[config.mk]
export PLATFORM = sky130hd
export DESIGN_NAME = rv_id_stage
export DESIGN_NICKNAME = d
export VERILOG_FILES = /design/src/hdl/rv_pkg.sv /design/src/hdl/rv_decoder.sv /design/src/hdl/rv_gpr_file.sv /design/src/hdl/rv_hazard_check.sv /design/src/hdl/rv_branch_unit.sv /design/src/hdl/rv_id_stage.sv
export VERILOG_INCLUDE_DIRS = /design/src /design/src/hdl
export SDC_FILE = /design/constraint.sdc
export NUM_CORES = 2
export LEC_CHECK = 0
export ABC_CLOCK_PERIOD_IN_PS = 18310
export BUFFER_PORTS_ARGS = -buffer_cell sky130_fd_sc_hd__buf_4
export CAP_MARGIN = 10
export CORE_MARGIN = 10
export CORE_UTILIZATION = 55
export DETAILED_ROUTE_END_ITERATION = 6
export PLACE_DENSITY_LB_ADDON = 0.08
export SYNTH_ARGS = -nofsm -noshare
export SYNTH_HDL_FRONTEND = slang
export SYNTH_HIERARCHICAL = 1
export SYNTH_SLANG_ARGS = --single-unit
[constraint.sdc]
create_clock -name i_clk -period 18.31 [get_ports i_clk]
set_input_delay 2.7465 -clock i_clk [delete_from_list [all_inputs] [get_ports i_clk]]
set_output_delay 2.7465 -clock i_clk [all_outputs]
set_load 0.02 [all_outputs]
[src/hdl/rv_settings.svh]
// rv64i decode stage widths fixed by the isa
`ifndef RV_SETTINGS_SVH
`define RV_SETTINGS_SVH

// register and pc width
`define RV_XLEN 64

// raw instruction word
`define RV_INST_W 32

// register index width and register count
`define RV_REG_AW 5
`define RV_NUM_REGS 32

`endif

[src/hdl/rv_pkg.sv]
// rv64i decode stage shared vector types and control encodings
`include "rv_settings.svh"

package rv_pkg;

  typedef logic [`RV_XLEN-1:0]   xlen_t;     // data, imm, pc
  typedef logic [`RV_INST_W-1:0] inst_t;
  typedef logic [`RV_REG_AW-1:0] reg_addr_t;

  // operation handed to the execute stage
  typedef enum logic [1:0] {
    ALU_ADD      = 2'd0,
    ALU_SUB      = 2'd1,
    ALU_PASS_IMM = 2'd2,  // lui
    ALU_LINK     = 2'd3   // pc + 4 for jal
  } alu_op_e;

  // branch kind evaluated in decode
  typedef enum logic [1:0] {
    BR_NONE = 2'd0,
    BR_EQ   = 2'd1,
    BR_NE   = 2'd2,
    BR_JAL  = 2'd3
  } br_func_e;

endpackage

[src/hdl/rv_decoder.sv]
// combinational instruction decoder for the lui, jal, beq, bne, addi, add, sub and ebreak subset
`timescale 1ns/1ps
`include "rv_settings.svh"

module rv_decoder (
  input  rv_pkg::inst_t     i_inst,
  output rv_pkg::reg_addr_t o_rs1,
  output rv_pkg::reg_addr_t o_rs2,
  output rv_pkg::reg_addr_t o_rd,
  output rv_pkg::xlen_t     o_imm,
  output rv_pkg::alu_op_e   o_alu_op,
  output rv_pkg::br_func_e  o_br_func,
  output logic              o_gpr_wen,
  output logic              o_invalid
);

  localparam logic [6:0] OPC_LUI    = 7'b0110111;
  localparam logic [6:0] OPC_JAL    = 7'b1101111;
  localparam logic [6:0] OPC_BRANCH = 7'b1100011;
  localparam logic [6:0] OPC_OP_IMM = 7'b0010011;
  localparam logic [6:0] OPC_OP     = 7'b0110011;
  localparam rv_pkg::inst_t EBREAK_INST = 32'h0010_0073;

  logic [6:0]    opcode;
  logic [2:0]    funct3;
  logic [6:0]    funct7;
  rv_pkg::xlen_t imm_i;
  rv_pkg::xlen_t imm_b;
  rv_pkg::xlen_t imm_u;
  rv_pkg::xlen_t imm_j;

  assign opcode = i_inst[6:0];
  assign funct3 = i_inst[14:12];
  assign funct7 = i_inst[31:25];

  // sign extended immediates
  assign imm_i = {{(`RV_XLEN-12){i_inst[31]}}, i_inst[31:20]};
  assign imm_b = {{(`RV_XLEN-13){i_inst[31]}}, i_inst[31], i_inst[7],
                  i_inst[30:25], i_inst[11:8], 1'b0};
  assign imm_u = {{(`RV_XLEN-32){i_inst[31]}}, i_inst[31:12], 12'b0};
  assign imm_j = {{(`RV_XLEN-21){i_inst[31]}}, i_inst[31], i_inst[19:12],
                  i_inst[20], i_inst[30:21], 1'b0};

  always_comb begin
    // defaults describe an invalid instruction
    o_rs1     = '0;
    o_rs2     = '0;
    o_rd      = '0;
    o_imm     = '0;
    o_alu_op  = rv_pkg::ALU_ADD;
    o_br_func = rv_pkg::BR_NONE;
    o_gpr_wen = 1'b0;
    o_invalid = 1'b1;
    case (opcode)
      OPC_LUI: begin
        o_rd      = i_inst[11:7];
        o_imm     = imm_u;
        o_alu_op  = rv_pkg::ALU_PASS_IMM;
        o_gpr_wen = 1'b1;
        o_invalid = 1'b0;
      end
      OPC_JAL: begin
        o_rd      = i_inst[11:7];
        o_imm     = imm_j;
        o_alu_op  = rv_pkg::ALU_LINK;
        o_br_func = rv_pkg::BR_JAL;
        o_gpr_wen = 1'b1;
        o_invalid = 1'b0;
      end
      OPC_BRANCH: begin
        if (funct3 == 3'b000 || funct3 == 3'b001) begin
          o_rs1     = i_inst[19:15];
          o_rs2     = i_inst[24:20];
          o_imm     = imm_b;
          o_br_func = funct3[0] ? rv_pkg::BR_NE : rv_pkg::BR_EQ;
          o_invalid = 1'b0;
        end
      end
      OPC_OP_IMM: begin
        if (funct3 == 3'b000) begin  // addi only
          o_rs1     = i_inst[19:15];
          o_rd      = i_inst[11:7];
          o_imm     = imm_i;
          o_gpr_wen = 1'b1;
          o_invalid = 1'b0;
        end
      end
      OPC_OP: begin
        if (funct3 == 3'b000 && (funct7 == 7'b0000000 || funct7 == 7'b0100000)) begin
          o_rs1     = i_inst[19:15];
          o_rs2     = i_inst[24:20];
          o_rd      = i_inst[11:7];
          o_alu_op  = funct7[5] ? rv_pkg::ALU_SUB : rv_pkg::ALU_ADD;
          o_gpr_wen = 1'b1;
          o_invalid = 1'b0;
        end
      end
      default: begin
        if (i_inst == EBREAK_INST) begin
          o_rs1     = 5'd10;  // a0 carries the exit code
          o_invalid = 1'b0;
        end
      end
    endcase
  end

endmodule

[src/hdl/rv_gpr_file.sv]
// 32 x xlen register file with two async reads, one sync write and x0 tied to zero
`timescale 1ns/1ps
`include "rv_settings.svh"

module rv_gpr_file (
  input  logic              i_clk,
  input  rv_pkg::reg_addr_t i_raddr1,
  input  rv_pkg::reg_addr_t i_raddr2,
  input  logic              i_wen,
  input  rv_pkg::reg_addr_t i_waddr,
  input  rv_pkg::xlen_t     i_wdata,
  output rv_pkg::xlen_t     o_rdata1,
  output rv_pkg::xlen_t     o_rdata2
);

  rv_pkg::xlen_t regs [`RV_NUM_REGS];

  always_ff @(posedge i_clk) begin
    if (i_wen && i_waddr != '0) begin
      regs[i_waddr] <= i_wdata;
    end
  end

  assign o_rdata1 = (i_raddr1 == '0) ? '0 : regs[i_raddr1];
  assign o_rdata2 = (i_raddr2 == '0) ? '0 : regs[i_raddr2];

  // a write shows on port 1 from the next cycle and x0 stays zero
  a_write_lands: assert property (@(posedge i_clk)
    (i_wen && i_raddr1 == i_waddr)
      |=> (i_raddr1 != $past(i_waddr))
          || (o_rdata1 == ($past(i_waddr) == '0 ? '0 : $past(i_wdata))));

endmodule

[src/hdl/rv_hazard_check.sv]
// raw interlock against destinations still in execute, memory and writeback
`timescale 1ns/1ps

module rv_hazard_check (
  input  rv_pkg::reg_addr_t i_rs1,
  input  rv_pkg::reg_addr_t i_rs2,
  input  rv_pkg::reg_addr_t i_es_rd,
  input  rv_pkg::reg_addr_t i_ms_rd,
  input  rv_pkg::reg_addr_t i_ws_rd,
  output logic              o_stall
);

  logic rs1_hit;
  logic rs2_hit;

  // zero means no pending write
  function automatic logic src_hit(input rv_pkg::reg_addr_t src,
                                   input rv_pkg::reg_addr_t es_rd,
                                   input rv_pkg::reg_addr_t ms_rd,
                                   input rv_pkg::reg_addr_t ws_rd);
    logic hit;
    hit = (src != '0) && ((src == es_rd) || (src == ms_rd) || (src == ws_rd));
    return hit;
  endfunction

  assign rs1_hit = src_hit(i_rs1, i_es_rd, i_ms_rd, i_ws_rd);
  assign rs2_hit = src_hit(i_rs2, i_es_rd, i_ms_rd, i_ws_rd);
  assign o_stall = rs1_hit || rs2_hit;

endmodule

[src/hdl/rv_branch_unit.sv]
// branch unit evaluating beq/bne/jal conditions and the pc relative redirect target
`timescale 1ns/1ps

module rv_branch_unit (
  input  rv_pkg::br_func_e i_br_func,
  input  rv_pkg::xlen_t    i_rs1_data,
  input  rv_pkg::xlen_t    i_rs2_data,
  input  rv_pkg::xlen_t    i_pc,
  input  rv_pkg::xlen_t    i_imm,
  output logic             o_cond,
  output rv_pkg::xlen_t    o_target
);

  logic src_eq;

  assign src_eq = (i_rs1_data == i_rs2_data);

  always_comb begin
    case (i_br_func)
      rv_pkg::BR_EQ:  o_cond = src_eq;
      rv_pkg::BR_NE:  o_cond = !src_eq;
      rv_pkg::BR_JAL: o_cond = 1'b1;  // unconditional
      default:        o_cond = 1'b0;
    endcase
  end

  // both b-type and j-type are pc relative
  assign o_target = i_pc + i_imm;

endmodule

[src/hdl/rv_id_stage.sv]
// rv64i decode stage top with valid/allowin handshake, operand read, interlock and redirect
`timescale 1ns/1ps

module rv_id_stage (
  input  logic              i_clk,
  input  logic              i_reset,
  input  logic              i_es_allowin,
  output logic              o_ds_allowin,
  input  logic              i_fs_valid,
  input  rv_pkg::inst_t     i_fs_inst,
  input  rv_pkg::xlen_t     i_fs_pc,
  output logic              o_es_valid,
  output rv_pkg::xlen_t     o_es_pc,
  output rv_pkg::xlen_t     o_es_rs1_data,
  output rv_pkg::xlen_t     o_es_rs2_data,
  output rv_pkg::xlen_t     o_es_imm,
  output rv_pkg::alu_op_e   o_es_alu_op,
  output rv_pkg::reg_addr_t o_es_rd,
  output logic              o_es_gpr_wen,
  output logic              o_es_invalid,
  output logic              o_br_taken,
  output rv_pkg::xlen_t     o_br_target,
  input  logic              i_ws_wen,
  input  rv_pkg::reg_addr_t i_ws_waddr,
  input  rv_pkg::xlen_t     i_ws_wdata,
  input  rv_pkg::reg_addr_t i_es_rd,
  input  rv_pkg::reg_addr_t i_ms_rd,
  input  rv_pkg::reg_addr_t i_ws_rd
);

  logic              ds_valid;
  logic              ds_stall;
  logic              ds_ready_go;
  rv_pkg::inst_t     ds_inst;
  rv_pkg::xlen_t     ds_pc;
  rv_pkg::reg_addr_t rs1;
  rv_pkg::reg_addr_t rs2;
  rv_pkg::br_func_e  br_func;
  logic              br_cond;

  assign ds_ready_go  = !ds_stall;
  assign o_ds_allowin = !ds_valid || (ds_ready_go && i_es_allowin);
  assign o_es_valid   = ds_valid && ds_ready_go;

  always_ff @(posedge i_clk) begin
    if (i_reset) begin
      ds_valid <= 1'b0;
    end else if (o_ds_allowin) begin
      ds_valid <= i_fs_valid;  // empties when fetch has nothing
    end
  end

  always_ff @(posedge i_clk) begin
    if (i_fs_valid && o_ds_allowin) begin
      ds_inst <= i_fs_inst;
      ds_pc   <= i_fs_pc;
    end
  end

  assign o_es_pc = ds_pc;

  rv_decoder u_decoder (
    .i_inst    (ds_inst),
    .o_rs1     (rs1),
    .o_rs2     (rs2),
    .o_rd      (o_es_rd),
    .o_imm     (o_es_imm),
    .o_alu_op  (o_es_alu_op),
    .o_br_func (br_func),
    .o_gpr_wen (o_es_gpr_wen),
    .o_invalid (o_es_invalid)
  );

  rv_gpr_file u_gpr_file (
    .i_clk    (i_clk),
    .i_raddr1 (rs1),
    .i_raddr2 (rs2),
    .i_wen    (i_ws_wen),
    .i_waddr  (i_ws_waddr),
    .i_wdata  (i_ws_wdata),
    .o_rdata1 (o_es_rs1_data),
    .o_rdata2 (o_es_rs2_data)
  );

  rv_hazard_check u_hazard_check (
    .i_rs1   (rs1),
    .i_rs2   (rs2),
    .i_es_rd (i_es_rd),
    .i_ms_rd (i_ms_rd),
    .i_ws_rd (i_ws_rd),
    .o_stall (ds_stall)
  );

  rv_branch_unit u_branch_unit (
    .i_br_func  (br_func),
    .i_rs1_data (o_es_rs1_data),
    .i_rs2_data (o_es_rs2_data),
    .i_pc       (ds_pc),
    .i_imm      (o_es_imm),
    .o_cond     (br_cond),
    .o_target   (o_br_target)
  );

  assign o_br_taken = o_es_valid && br_cond;  // only for a presented instruction

  // held instruction keeps its decoded bundle and operands under back-pressure
  a_bundle_stable: assert property (@(posedge i_clk) disable iff (i_reset)
    (o_es_valid && !i_es_allowin)
      |=> ds_valid && $stable(o_es_pc) && $stable(o_es_imm) && $stable(o_es_alu_op)
          && $stable(o_es_rd) && $stable(o_es_gpr_wen) && $stable(o_es_invalid)
          && $stable(o_es_rs1_data) && $stable(o_es_rs2_data));

  // redirect only from a presented, decodable instruction
  a_br_valid: assert property (@(posedge i_clk) disable iff (i_reset)
    o_br_taken |-> o_es_valid && !o_es_invalid);

endmodule

==> reports/metrics.yaml <==
critical_path:
  cp_max_fo: 35
  crit_chain: "nor4_2 > a21oi_1 > o31a_1 > nor2_4 > buf_4 > or3_4 > buf_4 > o22ai_1 > a21o_1 > xnor2_1 > nand4_1 > nor4_1 > nand4_1 > mux2_2 > and2_1 > buf_4"
  end_kind: "output port"
  crit_start: "ds_inst[31]"
  cp_slowest_cell: "or3_4"
  cp-start-kind: "flip-flop"
  slowest_delay_ns: 0.83
  arrival_ns: 9.23
  reg2reg_from: "ds_inst[31]"
  critical-path-top-delay-family: "simple AND/OR/NAND/NOR gates"
  critical_path.most_common_cell: "buf_4"
  worst_ep_required_time_ns: 15.56
  critPathKind: "reg2out"
  critPathBufInv: 3
floorplanning:
  die_x_um: 452.2
  core_mm2: 0.1856
  die_height_um: 452.2
  ios: 517
  rows: 158
  die_area_mm2: 0.2045
  initial_core_util: 0.5534
drt:
  drtIter0Drc: 7954
  vias: 63035
  drtAntennaViolNets: 0
  drc_errors: 0
  wl_mm: 341.0
  drtPass1Iterations: 5
  wl_per_cell_um: 39.06
  vias_per_cell: 7.221
finish:
  final_nets: 6303
  drive_gt1_frac: 0.3462
  final_cells: 8730
  fin_util: 0.6295
  syn_to_final_growth_pct: 13.76
  fillers: 12967
  multi_input_area_mm2: 0.03669
  finalInstanceArea_mm2: 0.1169
  seq_area_mm2: 0.06440
yosys:
  yosysSeqAreaShare: 0.6269
  ys_warn_count: 6
  synth_edf_count: 2144
  synthArstFlopShare: 0
  ys_ff_latch: 2145
  avgSynthCellArea_um2: 18.63
  yosys_most_used_dff: "edfxtp_1"
  synth_area_mm2: 0.1027
  synth_cells: 5515
  synth_cell_types: 95
clock_tree:
  cts-root-buf: "clkbuf_16"
  clock_latency_ns: 0.87
  cts_buffer_depth: 3
  cts_hold_buffers: 0
  tritoncts: "built"
  numCtsBuffers: 222
  cts_max_level: 4
  cts_sinks: 2145
  clk_pin_slew_worst_paths_ns: 0.06
  post_cts_buffers: 0
  cts_resized: 0
sta:
  fmax_mhz: 83.50
  fin_ws_ns: 6.334
  grt_setup_unrepaired: "no"
  period_share: 0.6541
  slew_viol_final: 0
  fin_crit_ns: 11.98
  skew_ns: 0.02352
  setup_viol: 0
  maxSlewHeadroom: 0.03745
  fin_tns_setup_ns: 0
  final_hold_viol_count: 0
  worstMarginPinSlew_ns: 1.434
pwr:
  ir_drop_mv: 0.1151
  power_density_mw_per_mm2: 89.40
  switching_share: 0.2131
  p_int_w: 0.008220
  pwr-share-comb: 0.037
  clkPwrFrac: 0.433
  p_leak_nw: 37.36
  pwr-share-seq: 0.530
  netSwitchingPower_w: 0.002227
global_route:
  grt_pass1_wl_mm: 475.1
  gr-usage-met2: 0.5221
  use_met3: 0.06986
  track_usage: 0.3265
  grt_overflow: 0
  grt_max_degree: 124
  grt_pass1_vias: 62655
  antenna_found_initial: 15
  grtUsageMet1: 0.4263
  grt.busiest_layer: "met2"
placement:
  dp.final_hpwl_mm: 199.6
  dp_cells: 8310
  gp_congestion: 0.9466
  place.port_buffers: 516
  post-place-ws_ns: 7.339
  place_area_mm2: 0.1096
hold_path:
  hold_start: "ds_valid"
  hold_class: "reg2reg"
outcome:
  outcome: "complete, no violations"
job:
  cap_violations: 0
[area by class of cell]
class	count	share of cell area
diodes	10	0.0002141
clock buffers	267	0.04935
clock inverters	143	0.01273
inverters	24	0.0008351
multi-input cells	2978	0.3139
flip-flops and latches	2145	0.5511
well taps	2480	0.02655
repair buffers	683	0.04529
[stage by stage]
| stage | power [W] | hold WS [ns] |
|---|---|---|
| final | 0.01045 | 0.5576 |
| after global routing | 0.01072 | 0.5895 |
| after CTS | 0.01049 | 0.5606 |
| after detailed placement | 0.006019 | 0.5516 |
| after global placement | 0.006008 | 0.5419 |
| after floorplan | 0.005810 | 0.4864 |
[routing by layer]
layer  wire (um)  vias up  share of wire
li1            -    24664              -
met1      121900    33491           0.36
met2      162700     4085           0.48
met3       36460      785           0.11
met4       19830       10          0.058
met5          70        -        0.00021
[worst paths after layout]
path         cells after the start  slack, ns          end
min reg2reg                      2       0.56     ds_valid
min                              2       0.56     ds_valid
max                             16       6.33   o_br_taken
max reg2reg                     14      12.65  o_es_pc[36]
[flip-flops by register name, summed over array words and instances (netlist names)]
| name | flops |
|---|---|
| u_gpr_file/regs | 2048 |
| o_es_pc | 64 |
| ds_inst | 32 |
| ds_valid | 1 |
[synthesized netlist by cell type, types with 41 or more instances]
library cell | instances | area [um2]
nand2_1 | 140 | 525.5
buf_1 | 41 | 153.9
a211oi_1 | 62 | 465.5
mux4_2 | 920 | 20720
o21ai_0 | 44 | 220.2
a21oi_1 | 92 | 460.4
o221ai_1 | 70 | 613.1
nor2_1 | 98 | 367.9
nor3_1 | 85 | 425.4
ha_1 | 63 | 788.3
mux2i_1 | 284 | 2843
clkbuf_1 | 175 | 656.9
a22o_1 | 63 | 551.8
a221oi_1 | 70 | 613.1
o22ai_1 | 73 | 456.7
a22oi_1 | 75 | 563.0
buf_4 | 78 | 585.6
xnor2_1 | 123 | 1077
and3_1 | 68 | 425.4
mux2_2 | 150 | 1689
a21o_1 | 96 | 720.7
edfxtp_1 | 2144 | 64380
buf_2 | 121 | 605.6
[kinds of logic (layout without fill, tap and decap cells)]
family                     count (synthesis)  after routing  share of synthesized area
DFF                                     2145           2145                     0.6269
muxes                                   1354           1354                     0.2458
AOI/OAI and AO/OA                        758            758                    0.05436
and+or+nand+nor                          584            584                    0.02972
buffers and inverters                    455           1117                    0.02212
xor gates and xnor gates                 154            154                    0.01313
adders and majority gates                 64             64                   0.007868
other                                      1             74                 0.00003651
[cell usage in the layout (no fill, tap or decap), types with 63 or more instances in the layout]
cell | synthesis | final
a22oi_1 | 75 | 75
a21o_1 | 96 | 96
xnor2_1 | 123 | 122
and3_1 | 68 | 68
clkbuf_16 | 0 | 224
mux2_2 | 150 | 150
o221ai_1 | 70 | 70
conb_1 | 1 | 64
edfxtp_1 | 2144 | 2144
ha_1 | 63 | 63
a221oi_1 | 70 | 70
nor3_1 | 85 | 84
buf_4 | 78 | 667
nor2_1 | 98 | 63
o22ai_1 | 73 | 73
a22o_1 | 63 | 63
a21oi_1 | 92 | 91
mux4_2 | 920 | 920
mux2i_1 | 284 | 284
nand2_1 | 140 | 139
[power by group through the flow]
stage	clock, W	sequential [W]	combinational, W
3_3_place_gp	0	0.00563	0.000379
2_1_floorplan	0	0.00564	0.000175
4_1_cts	0.00457	0.00553	0.000385
6_report	0.00453	0.00553	0.000386
3_5_place_dp	0	0.00563	0.000385
5_1_grt	0.00477	0.00554	0.000412
[worst reg2reg max path, cell delays in order, from the launching register on]
cell and delay (ns):
edfxtp_1 0.42, nor4_2 0.47, a21oi_1 0.17, o31a_1 0.44
nor2_4 0.28, buf_4 0.68, buf_4 0.68, xor2_1 0.27
o32ai_2 0.10, o21ai_1 0.13, o21ai_1 0.13, nand2b_4 0.18
a21boi_4 0.13, buf_4 0.45, buf_4 0.70
(Power assumes the default switching activity.)
